==> config.mk <==
export PLATFORM = sky130hd
export DESIGN_NAME = icache
export DESIGN_NICKNAME = d
export VERILOG_FILES = /design/src/rtl/mem_pkg.sv /design/src/rtl/cache_pkg.sv /design/src/rtl/psel_gen.sv /design/src/rtl/imshr.sv /design/src/rtl/icache.sv
export SDC_FILE = /design/constraint.sdc
export NUM_CORES = 2
export LEC_CHECK = 0
export BUFFER_PORTS_ARGS = -buffer_cell sky130_fd_sc_hd__clkbuf_2
export CAP_MARGIN = 30
export CORE_UTILIZATION = 50
export CTS_CLUSTER_DIAMETER = 60
export DETAILED_ROUTE_END_ITERATION = 8
export PLACE_DENSITY = 0.65
export SYNTH_ARGS = -nofsm -noshare
export SYNTH_HDL_FRONTEND = slang
export SYNTH_SLANG_ARGS = --single-unit
==> constraint.sdc <==
create_clock -name clock -period 14.37 [get_ports clock]
set_input_delay 2.874 -clock clock [delete_from_list [all_inputs] [get_ports clock]]
set_output_delay 2.874 -clock clock [all_outputs]
set_load 0.1 [all_outputs]
==> src/rtl/mem_pkg.sv <==
`default_nettype none

package mem_pkg;

    // 16-bit byte address space
    typedef logic [15:0] addr_t;

    // One cache line worth of data
    typedef logic [63:0] mem_block_t;

    // Zero means no transaction
    typedef logic [3:0] mem_tag_t;

    typedef enum logic [1:0] {
        MEM_NONE = 2'd0,
        MEM_LOAD = 2'd1
    } mem_command_t;

endpackage

`default_nettype wire

==> src/rtl/cache_pkg.sv <==
`default_nettype none

package cache_pkg;

    import mem_pkg::*;

    // Direct-mapped geometry, 8-byte lines
    localparam int CACHE_LINE_BITS = 5;
    localparam int CACHE_LINES     = 32;
    localparam int CACHE_TAG_BITS  = 8;

    typedef logic [CACHE_LINE_BITS-1:0] cache_index_t;
    typedef logic [CACHE_TAG_BITS-1:0]  cache_tag_t;

    // Same 16 bits seen flat or split into tag, index and offset
    typedef union packed {
        addr_t addr;
        struct packed {
            cache_tag_t   tag;
            cache_index_t index;
            logic [2:0]   offset;
        } fields;
    } fetch_addr_t;

    typedef enum logic [1:0] {
        INVALID   = 2'd0,
        PENDING   = 2'd1,
        WAIT_TAG  = 2'd2,
        WAIT_DATA = 2'd3
    } imshr_state_t;

endpackage

`default_nettype wire

==> src/rtl/psel_gen.sv <==
`timescale 1ns/1ps
`default_nettype none

module psel_gen #(
    parameter int WIDTH = 4,
    parameter int REQS  = 1
) (
    input  wire  [WIDTH-1:0]           req,
    output logic [WIDTH-1:0]           gnt,
    output logic [REQS-1:0][WIDTH-1:0] gnt_bus,
    output logic                       empty
);

    logic [WIDTH-1:0] remaining;

    // Peel off the lowest set bit once per grant row
    always_comb begin
        remaining = req;
        for (int r = 0; r < REQS; r++) begin
            gnt_bus[r] = remaining & (~remaining + 1'b1);
            remaining  = remaining & ~gnt_bus[r];
        end
    end

    always_comb begin
        gnt = '0;
        for (int r = 0; r < REQS; r++) begin
            gnt = gnt | gnt_bus[r];
        end
    end

    assign empty = ~|req;

endmodule

`default_nettype wire

==> src/rtl/imshr.sv <==
`timescale 1ns/1ps
`default_nettype none

module imshr
    import mem_pkg::*;
    import cache_pkg::*;
#(
    parameter int N            = 2,
    parameter int MSHR_ENTRIES = 4
) (
    input  wire                         clock,
    input  wire                         reset,
    input  wire                         squash,
    input  wire                         dcache_request,
    input  wire mem_tag_t               mem2proc_transaction_tag,
    input  wire mem_tag_t               mem2proc_data_tag,
    input  wire [N-1:0]                 miss_valid,
    input  wire cache_index_t [N-1:0]   miss_index,
    input  wire cache_tag_t [N-1:0]     miss_tag,
    output addr_t                       proc2mem_addr,
    output mem_command_t                proc2mem_command,
    output logic                        fill_valid,
    output cache_index_t                fill_index,
    output cache_tag_t                  fill_tag
);

    imshr_state_t state_q    [MSHR_ENTRIES];
    imshr_state_t state_next [MSHR_ENTRIES];
    cache_index_t index_q    [MSHR_ENTRIES];
    cache_index_t index_next [MSHR_ENTRIES];
    cache_tag_t   tag_q      [MSHR_ENTRIES];
    cache_tag_t   tag_next   [MSHR_ENTRIES];
    mem_tag_t     txn_q      [MSHR_ENTRIES];
    mem_tag_t     txn_next   [MSHR_ENTRIES];

    logic [MSHR_ENTRIES-1:0]        entry_free;
    logic [MSHR_ENTRIES-1:0]        entry_pending;
    logic [MSHR_ENTRIES-1:0]        entry_wait_tag;
    logic [N-1:0][MSHR_ENTRIES-1:0] free_gnt_bus;
    logic [MSHR_ENTRIES-1:0]        issue_gnt;
    logic                           issue_empty;
    logic                           issue_ok;
    logic [N-1:0]                   miss_merged;
    fetch_addr_t                    load_addr;

    always_comb begin
        for (int e = 0; e < MSHR_ENTRIES; e++) begin
            entry_free[e]     = state_q[e] == INVALID;
            entry_pending[e]  = state_q[e] == PENDING;
            entry_wait_tag[e] = state_q[e] == WAIT_TAG;
        end
    end

    psel_gen #(
        .WIDTH (MSHR_ENTRIES),
        .REQS  (N)
    ) u_free_sel (
        .req     (entry_free),
        .gnt     (),
        .gnt_bus (free_gnt_bus),
        .empty   ()
    );

    psel_gen #(
        .WIDTH (MSHR_ENTRIES),
        .REQS  (1)
    ) u_issue_sel (
        .req     (entry_pending),
        .gnt     (issue_gnt),
        .gnt_bus (),
        .empty   (issue_empty)
    );

    // Only one load per tag window, so no issue while a tag is awaited
    assign issue_ok = !issue_empty && !dcache_request && !squash && !(|entry_wait_tag);

    // Drop misses already tracked or repeated by an earlier port
    always_comb begin
        for (int i = 0; i < N; i++) begin
            miss_merged[i] = 1'b0;
            for (int j = 0; j < i; j++) begin
                if (miss_valid[j] && miss_index[j] == miss_index[i] && miss_tag[j] == miss_tag[i])
                    miss_merged[i] = 1'b1;
            end
            for (int e = 0; e < MSHR_ENTRIES; e++) begin
                if (state_q[e] != INVALID && index_q[e] == miss_index[i] && tag_q[e] == miss_tag[i])
                    miss_merged[i] = 1'b1;
            end
        end
    end

    always_comb begin
        int slot;
        for (int e = 0; e < MSHR_ENTRIES; e++) begin
            state_next[e] = state_q[e];
            index_next[e] = index_q[e];
            tag_next[e]   = tag_q[e];
            txn_next[e]   = txn_q[e];
        end

        fill_valid = 1'b0;
        fill_index = '0;
        fill_tag   = '0;
        for (int e = 0; e < MSHR_ENTRIES; e++) begin
            if (state_q[e] == WAIT_DATA && mem2proc_data_tag != '0 && txn_q[e] == mem2proc_data_tag) begin
                fill_valid    = 1'b1;
                fill_index    = index_q[e];
                fill_tag      = tag_q[e];
                state_next[e] = INVALID;
            end
        end

        // A zero tag means memory refused, so retry later
        for (int e = 0; e < MSHR_ENTRIES; e++) begin
            if (state_q[e] == WAIT_TAG) begin
                txn_next[e]   = mem2proc_transaction_tag;
                state_next[e] = (mem2proc_transaction_tag == '0) ? PENDING : WAIT_DATA;
            end
        end

        load_addr        = '0;
        proc2mem_command = MEM_NONE;
        if (issue_ok) begin
            proc2mem_command = MEM_LOAD;
            for (int e = 0; e < MSHR_ENTRIES; e++) begin
                if (issue_gnt[e]) begin
                    load_addr.fields.tag   = tag_q[e];
                    load_addr.fields.index = index_q[e];
                    state_next[e]          = WAIT_TAG;
                end
            end
        end

        // Each new miss takes the next free entry in order
        slot = 0;
        for (int i = 0; i < N; i++) begin
            if (miss_valid[i] && !miss_merged[i]) begin
                for (int e = 0; e < MSHR_ENTRIES; e++) begin
                    if (free_gnt_bus[slot][e]) begin
                        state_next[e] = PENDING;
                        index_next[e] = miss_index[i];
                        tag_next[e]   = miss_tag[i];
                    end
                end
                slot++;
            end
        end
    end

    assign proc2mem_addr = load_addr.addr;

    always_ff @(posedge clock) begin
        for (int e = 0; e < MSHR_ENTRIES; e++) begin
            if (reset || squash) begin
                state_q[e] <= INVALID;
            end else begin
                state_q[e] <= state_next[e];
            end
        end
    end

    always_ff @(posedge clock) begin
        for (int e = 0; e < MSHR_ENTRIES; e++) begin
            index_q[e] <= index_next[e];
            tag_q[e]   <= tag_next[e];
            txn_q[e]   <= txn_next[e];
        end
    end

endmodule

`default_nettype wire

==> src/rtl/icache.sv <==
`timescale 1ns/1ps
`default_nettype none

module icache
    import mem_pkg::*;
    import cache_pkg::*;
#(
    parameter int N            = 2,
    parameter int MSHR_ENTRIES = 4
) (
    input  wire                     clock,
    input  wire                     reset,
    input  wire                     squash,
    input  wire                     dcache_request,
    input  wire addr_t [N-1:0]      proc2icache_addr,
    input  wire [N-1:0]             valid,
    output mem_block_t [N-1:0]      icache_data_out,
    output logic [N-1:0]            icache_valid_out,
    output mem_command_t            proc2mem_command,
    output addr_t                   proc2mem_addr,
    input  wire mem_tag_t           mem2proc_transaction_tag,
    input  wire mem_block_t         mem2proc_data,
    input  wire mem_tag_t           mem2proc_data_tag
);

    logic [CACHE_LINES-1:0] line_valid;
    cache_tag_t             line_tag  [CACHE_LINES];
    mem_block_t             line_data [CACHE_LINES];

    fetch_addr_t [N-1:0]    fetch_addr;
    logic [N-1:0]           hit;
    logic [N-1:0]           miss_valid;
    cache_index_t [N-1:0]   miss_index;
    cache_tag_t [N-1:0]     miss_tag;

    logic                   fill_valid;
    cache_index_t           fill_index;
    cache_tag_t             fill_tag;

    // Per-port lookup, answered in the same cycle
    always_comb begin
        for (int i = 0; i < N; i++) begin
            fetch_addr[i]       = proc2icache_addr[i];
            miss_index[i]       = fetch_addr[i].fields.index;
            miss_tag[i]         = fetch_addr[i].fields.tag;
            hit[i]              = valid[i] && line_valid[miss_index[i]]
                                  && line_tag[miss_index[i]] == miss_tag[i];
            miss_valid[i]       = valid[i] && !hit[i];
            icache_valid_out[i] = hit[i];
            icache_data_out[i]  = hit[i] ? line_data[miss_index[i]] : '0;
        end
    end

    imshr #(
        .N            (N),
        .MSHR_ENTRIES (MSHR_ENTRIES)
    ) u_imshr (
        .clock                    (clock),
        .reset                    (reset),
        .squash                   (squash),
        .dcache_request           (dcache_request),
        .mem2proc_transaction_tag (mem2proc_transaction_tag),
        .mem2proc_data_tag        (mem2proc_data_tag),
        .miss_valid               (miss_valid),
        .miss_index               (miss_index),
        .miss_tag                 (miss_tag),
        .proc2mem_addr            (proc2mem_addr),
        .proc2mem_command         (proc2mem_command),
        .fill_valid               (fill_valid),
        .fill_index               (fill_index),
        .fill_tag                 (fill_tag)
    );

    always_ff @(posedge clock) begin
        if (reset) begin
            line_valid <= '0;
        end else if (fill_valid) begin
            line_valid[fill_index] <= 1'b1;
        end
    end

    // Block comes straight off the memory data bus in the fill cycle
    always_ff @(posedge clock) begin
        if (fill_valid) begin
            line_tag[fill_index]  <= fill_tag;
            line_data[fill_index] <= mem2proc_data;
        end
    end

endmodule

`default_nettype wire

* Word-level counts from Yosys, hierarchy flattened *
Memory sizes are Yosys's and may differ from the RTL's.
Index checks and enable logic that the tools add are counted.

word-level totals
  register bits = 32
  bits in writable memories = 2380
  bits of input ports = 110
  output and inout bits = 148
  memories = 6

operators by class
  add/sub/neg operators = 3
  $lt $le $gt $ge = 5
  equality and inequality tests = 36
  muxes and demuxes = 96
  bitwise operators = 13
  reductions and logical operators = 58

memories
  memory           words  bits a word  rd ports  clocked after memory_dff  write ports  RTL line      source
  line_data        32     64           2         0                         1            icache.sv:28  mem_block_t line_data [CACHE_LINES];
  line_tag         32     8            2         0                         1            icache.sv:27  cache_tag_t line_tag [CACHE_LINES];
  u_imshr.tag_q    4      8            4         0                         4            imshr.sv:31   cache_tag_t tag_q [MSHR_ENTRIES];
  u_imshr.index_q  4      5            4         0                         4            imshr.sv:29   cache_index_t index_q [MSHR_ENTRIES];
  u_imshr.txn_q    4      4            4         0                         4            imshr.sv:33   mem_tag_t txn_q [MSHR_ENTRIES];
  u_imshr.state_q  4      2            4         0                         4            imshr.sv:27   imshr_state_t state_q [MSHR_ENTRIES];

operators with widths
  kind                   number
  $mux W64               2
  $mux W8                15
  $eq A8 B8 Y1           11
  $mux W13               5
  $mux W32               2
  $mux W5                12
  $mux W2                25
  $eq A5 B5 Y1           9
  $mux W20               2
  $logic_and A1 B1 Y1    38
  $or A32 B32 Y32        1
  $mux W4                7
  $mux W1                23
  $lt A5 B6 Y1 const B   3
  $and A4 B4 Y4          4
  $eq A2 B2 Y1 const B   8
  $eq A4 B4 Y1           4
  $not A4 Y4             4
  $add A4 B1 Y4 const B  3
  $bmux W1 S5            2
  $eq A2 B1 Y1 const B   4
  $logic_not A2 Y1       4
  $reduce_bool A2 Y1     4
  $reduce_or A4 Y1       2
  8 further kinds        17

* Longest topological paths before layout *
  depth after elaboration = 17
  depth in mapped cells = 19
  gate-level depth less buffers = 10

* Hierarchy *
Synthesis repeated with hierarchy kept, for this count alone.

second synthesis, totals
  cell total of the unflattened synthesis = 5469
  area, all modules = 114129.5 µm²

by module, submodules not included
  module                          instances  cells an instance  area each (µm²)  sequential area each (µm²)
  icache                          1          4785               107888.5         69827.0
  imshr                           1          653                5990.7           1681.6
  psel_gen (u_imshr.u_free_sel)   1          22                 168.9            0.0
  psel_gen (u_imshr.u_issue_sel)  1          9                  81.3             0.0

* Least setup slack after synthesis *
No wires, ideal clock.

  kind = input port to output port
  start = in proc2icache_addr[19] (netlist bit)
  end = out icache_data_out[111] (netlist bit)
  data arrival time = 7220 ps
  required time = 11496 ps
  path slack = 4276 ps
  stages on the path = 10
  buffers on the path = 6
  path through = buf_1 clkbuf_1 clkbuf_1 clkbuf_1 clkbuf_1 buf_1 mux4_2 mux4_2 mux2i_1 nor2_1

RTL lines
  element      RTL line      source
  from (decl)  icache.sv:15  input wire addr_t [N-1:0] proc2icache_addr,
  to (decl)    icache.sv:17  output mem_block_t [N-1:0] icache_data_out,

==> impl_metrics.env <==
export IMPL_crit_arrival_ns=8.36
export IMPL_hpwl_microns=174800
export IMPL_ys_seq_elements=2412
export IMPL_violations="design-rule violations"
export IMPL_ys_top_cells_by_area="edfxtp_1, mux4_2, mux2i_1"
export IMPL_critPathMaxFanout=78
export IMPL_ant_nets=0
export IMPL_clk_latency_ns=0.95
export IMPL_synth_edf_count=2320
export IMPL_hold_depth=2
export IMPL_io_pins=258
export IMPL_vias_per_cell=6.962
export IMPL_reg2reg_depth=12
export IMPL_h_tree_depth=5
export IMPL_total_leakage_power_nw=40.82
export IMPL_period_minus_slack_ns=11.23
export IMPL_grt_max_degree=140
export IMPL_grt_pass1_vias=63040
export IMPL_start_util_pct=50.30
export IMPL_worstSetupStartpointType="input pin"
export IMPL_synth_most_common_cell="edfxtp_1"
export IMPL_syn_area_per_cell_sq_um=20.96
export IMPL_grt_usage_pct=29.00
export IMPL_coreArea_sq_um=224700
export IMPL_fin_worst_skew_ns=0.04965
export IMPL_ir_drop_mv=0.1228
export IMPL_synthFlopType="edfxtp_1"
export IMPL_place_port_buffers=247
export IMPL_dieArea_sq_um=227900
export IMPL_holdWs_ns=0.4950
export IMPL_antenna_found_initial=16
export IMPL_synth_cell_types=69
export IMPL_timing_rr_end="line_data[1][12]"
export IMPL_drc=1
export IMPL_final_util_pct=56.55
export IMPL_gp_congestion=0.8668
export IMPL_synthArstFlopShare_pct=0
export IMPL_setup_tns_ns=0
export IMPL_drive_above_1_share_pct=39.93
export IMPL_fmax_ghz=0.08903
export IMPL_hold_path_class="register to register"
export IMPL_dieWidth_microns=477.4
export IMPL_reg2reg_slack_ns=8.13
export IMPL_synth_largest_area_cell="edfxtp_1"
export IMPL_drt_iter0_drc=7806
export IMPL_relSlewSlack_pct=9.158
export IMPL_cap_violations=0
export IMPL_post_drt_wl_per_cell_microns=37.16
export IMPL_yosys_area_top_type_share_pct=61.65
export IMPL_nets=5762
export IMPL_clk_pin_slew_ns=0.06
export IMPL_finalWirelength_microns=328500
export IMPL_min_delay_start="line_valid[28]"
export IMPL_crit_type="input pin to primary output"
export IMPL_hold_viol=0
export IMPL_cts_sinks=2412
export IMPL_root_buffer="clkbuf_16"
export IMPL_post_route_period_util_pct=78.17
export IMPL_row_count=174
export IMPL_rsz0062_at_grt="no"
export IMPL_area_growth_pct=12.43
export IMPL_setup_viol=0
export IMPL_power_density_nw_per_um2=124.1
export IMPL_min_to="line_valid[28]"
export IMPL_grt_pass1_wl_microns=468500
export IMPL_tritoncts="done"
export IMPL_post_cts_buffers=0
export IMPL_cp_end_kind="primary output"
export IMPL_ys_seq_area_share_pct=63.28
export IMPL_clock_path_buffers=4
export IMPL_synth_warnings=0
export IMPL_vias=61540
export IMPL_hold_buffers=0
export IMPL_worst_slew_pin_transition_ns=1.363
export IMPL_syn_instance_count=5392
export IMPL_drv_slew=0
export IMPL_synth_commonest_cells="edfxtp_1, mux4_2, clkbuf_1"
export IMPL_die_y_microns=477.4
export IMPL_overflow=0
export IMPL_cts_repair_resized=0
export IMPL_status="complete, but fails checks"
export IMPL_critPathRequiredTime_ns=11.50
export IMPL_synth_area_sq_um=113000
export IMPL_reg2reg_from="u_imshr.txn_q[1][3]"
export IMPL_cts_made_buffers=278
export IMPL_first_pass_iters=9
routing by layer:
layer  GRT usage [%]  share of wire, %  vias up
met3           5.256               9.1      520
met1           41.50                40    33720
li1                -                 -    23990
met2           46.15                49     3302
met5               0             0.028        -
met4           8.003               2.7       14
critical path, cell delays in order:
cell       delay (ns)
buf_8            0.53
buf_4            0.82
mux4_2           0.60
o2111ai_1        0.27
nand4_1          0.28
xor2_1           0.21
a2111oi_0        0.75
nand2_4          0.56
buf_4            0.48
nor2_1           0.22
clkbuf_2         0.48
cells by family after synthesis:
logic type	count (synthesis)	synth area share [%]
adders and majority gates	1	0.008858
AOI/OAI and AO/OA	191	1.204
xor gates and xnor gates	147	1.139
buffers and inverters	446	1.552
DFF	2412	63.28
and+or+nand+nor	462	1.910
muxes	1732	30.90
other	1	0.003318
report_power, final:
part | switching [mW] | internal (mW)
clock | 2.78 | 4.00
sequential | 0.0778 | 7.73
combinational | 0.624 | 0.552
worst max-delay path by stage:
stage | slack (ns) | endpoint | start
finish | 3.14 | icache_data_out[38] | proc2icache_addr[4]
global route | 2.87 | icache_data_out[31] | proc2icache_addr[4]
CTS | 3.15 | icache_data_out[38] | proc2icache_addr[4]
detailed placement | 3.17 | icache_data_out[38] | proc2icache_addr[4]
global placement | 3.09 | icache_data_out[61] | proc2icache_addr[4]
floorplan | 4.28 | icache_data_out[111] | proc2icache_addr[19]
cell type report:
| type | count | area [sq um] |
|---|---|---|
| antenna | 5 | 12.51 |
| clock buffer | 347 | 7353 |
| clock inverter | 124 | 1165 |
| fill | 16640 | 97620 |
| inverter | 13 | 56.30 |
| multi-input combinational | 2537 | 40050 |
| sequential | 2412 | 71510 |
| tap | 2992 | 3744 |
| timing repair buffer | 410 | 3163 |
sequential cells by signal, summed over array words and instances (netlist names):
signal           cells
line_valid          32
line_data         2048
line_tag           256
u_imshr.index_q     20
u_imshr.txn_q       16
u_imshr.tag_q       32
u_imshr.state_q      8
per-stage QoR:
| stage | instances | total power [mW] | setup WS [ns] | cell area, sq um |
|---|---|---|---|---|
| floorplan | 5395 | 8.734 | 4.276 | 113000 |
| global placement | 8335 | 9.109 | 3.093 | 117900 |
| detailed placement | 8361 | 9.125 | 3.167 | 118400 |
| CTS | 8832 | 15.85 | 3.150 | 127000 |
| global route | 8839 | 16.18 | 2.872 | 127100 |
| finish | 8840 | 15.76 | 3.137 | 127100 |
cell usage in the layout (no fill, tap or decap), types with 23 or more instances in the layout:
cell          n
edfxtp_1   2320
clkbuf_1     62
nand3_1      34
nor2_1      184
clkbuf_16   284
mux4_2     1395
clkinv_1     47
mux2i_1     248
xnor2_1      59
clkinv_2     41
xor2_1       88
clkbuf_2    238
dfxtp_1      92
nor2_4       32
a21oi_1      52
nor4_1       23
mux2_2       83
nand2_1      66
nor3_1       24
buf_4       122
No activity file was read; power rests on OpenSTA's default activity.
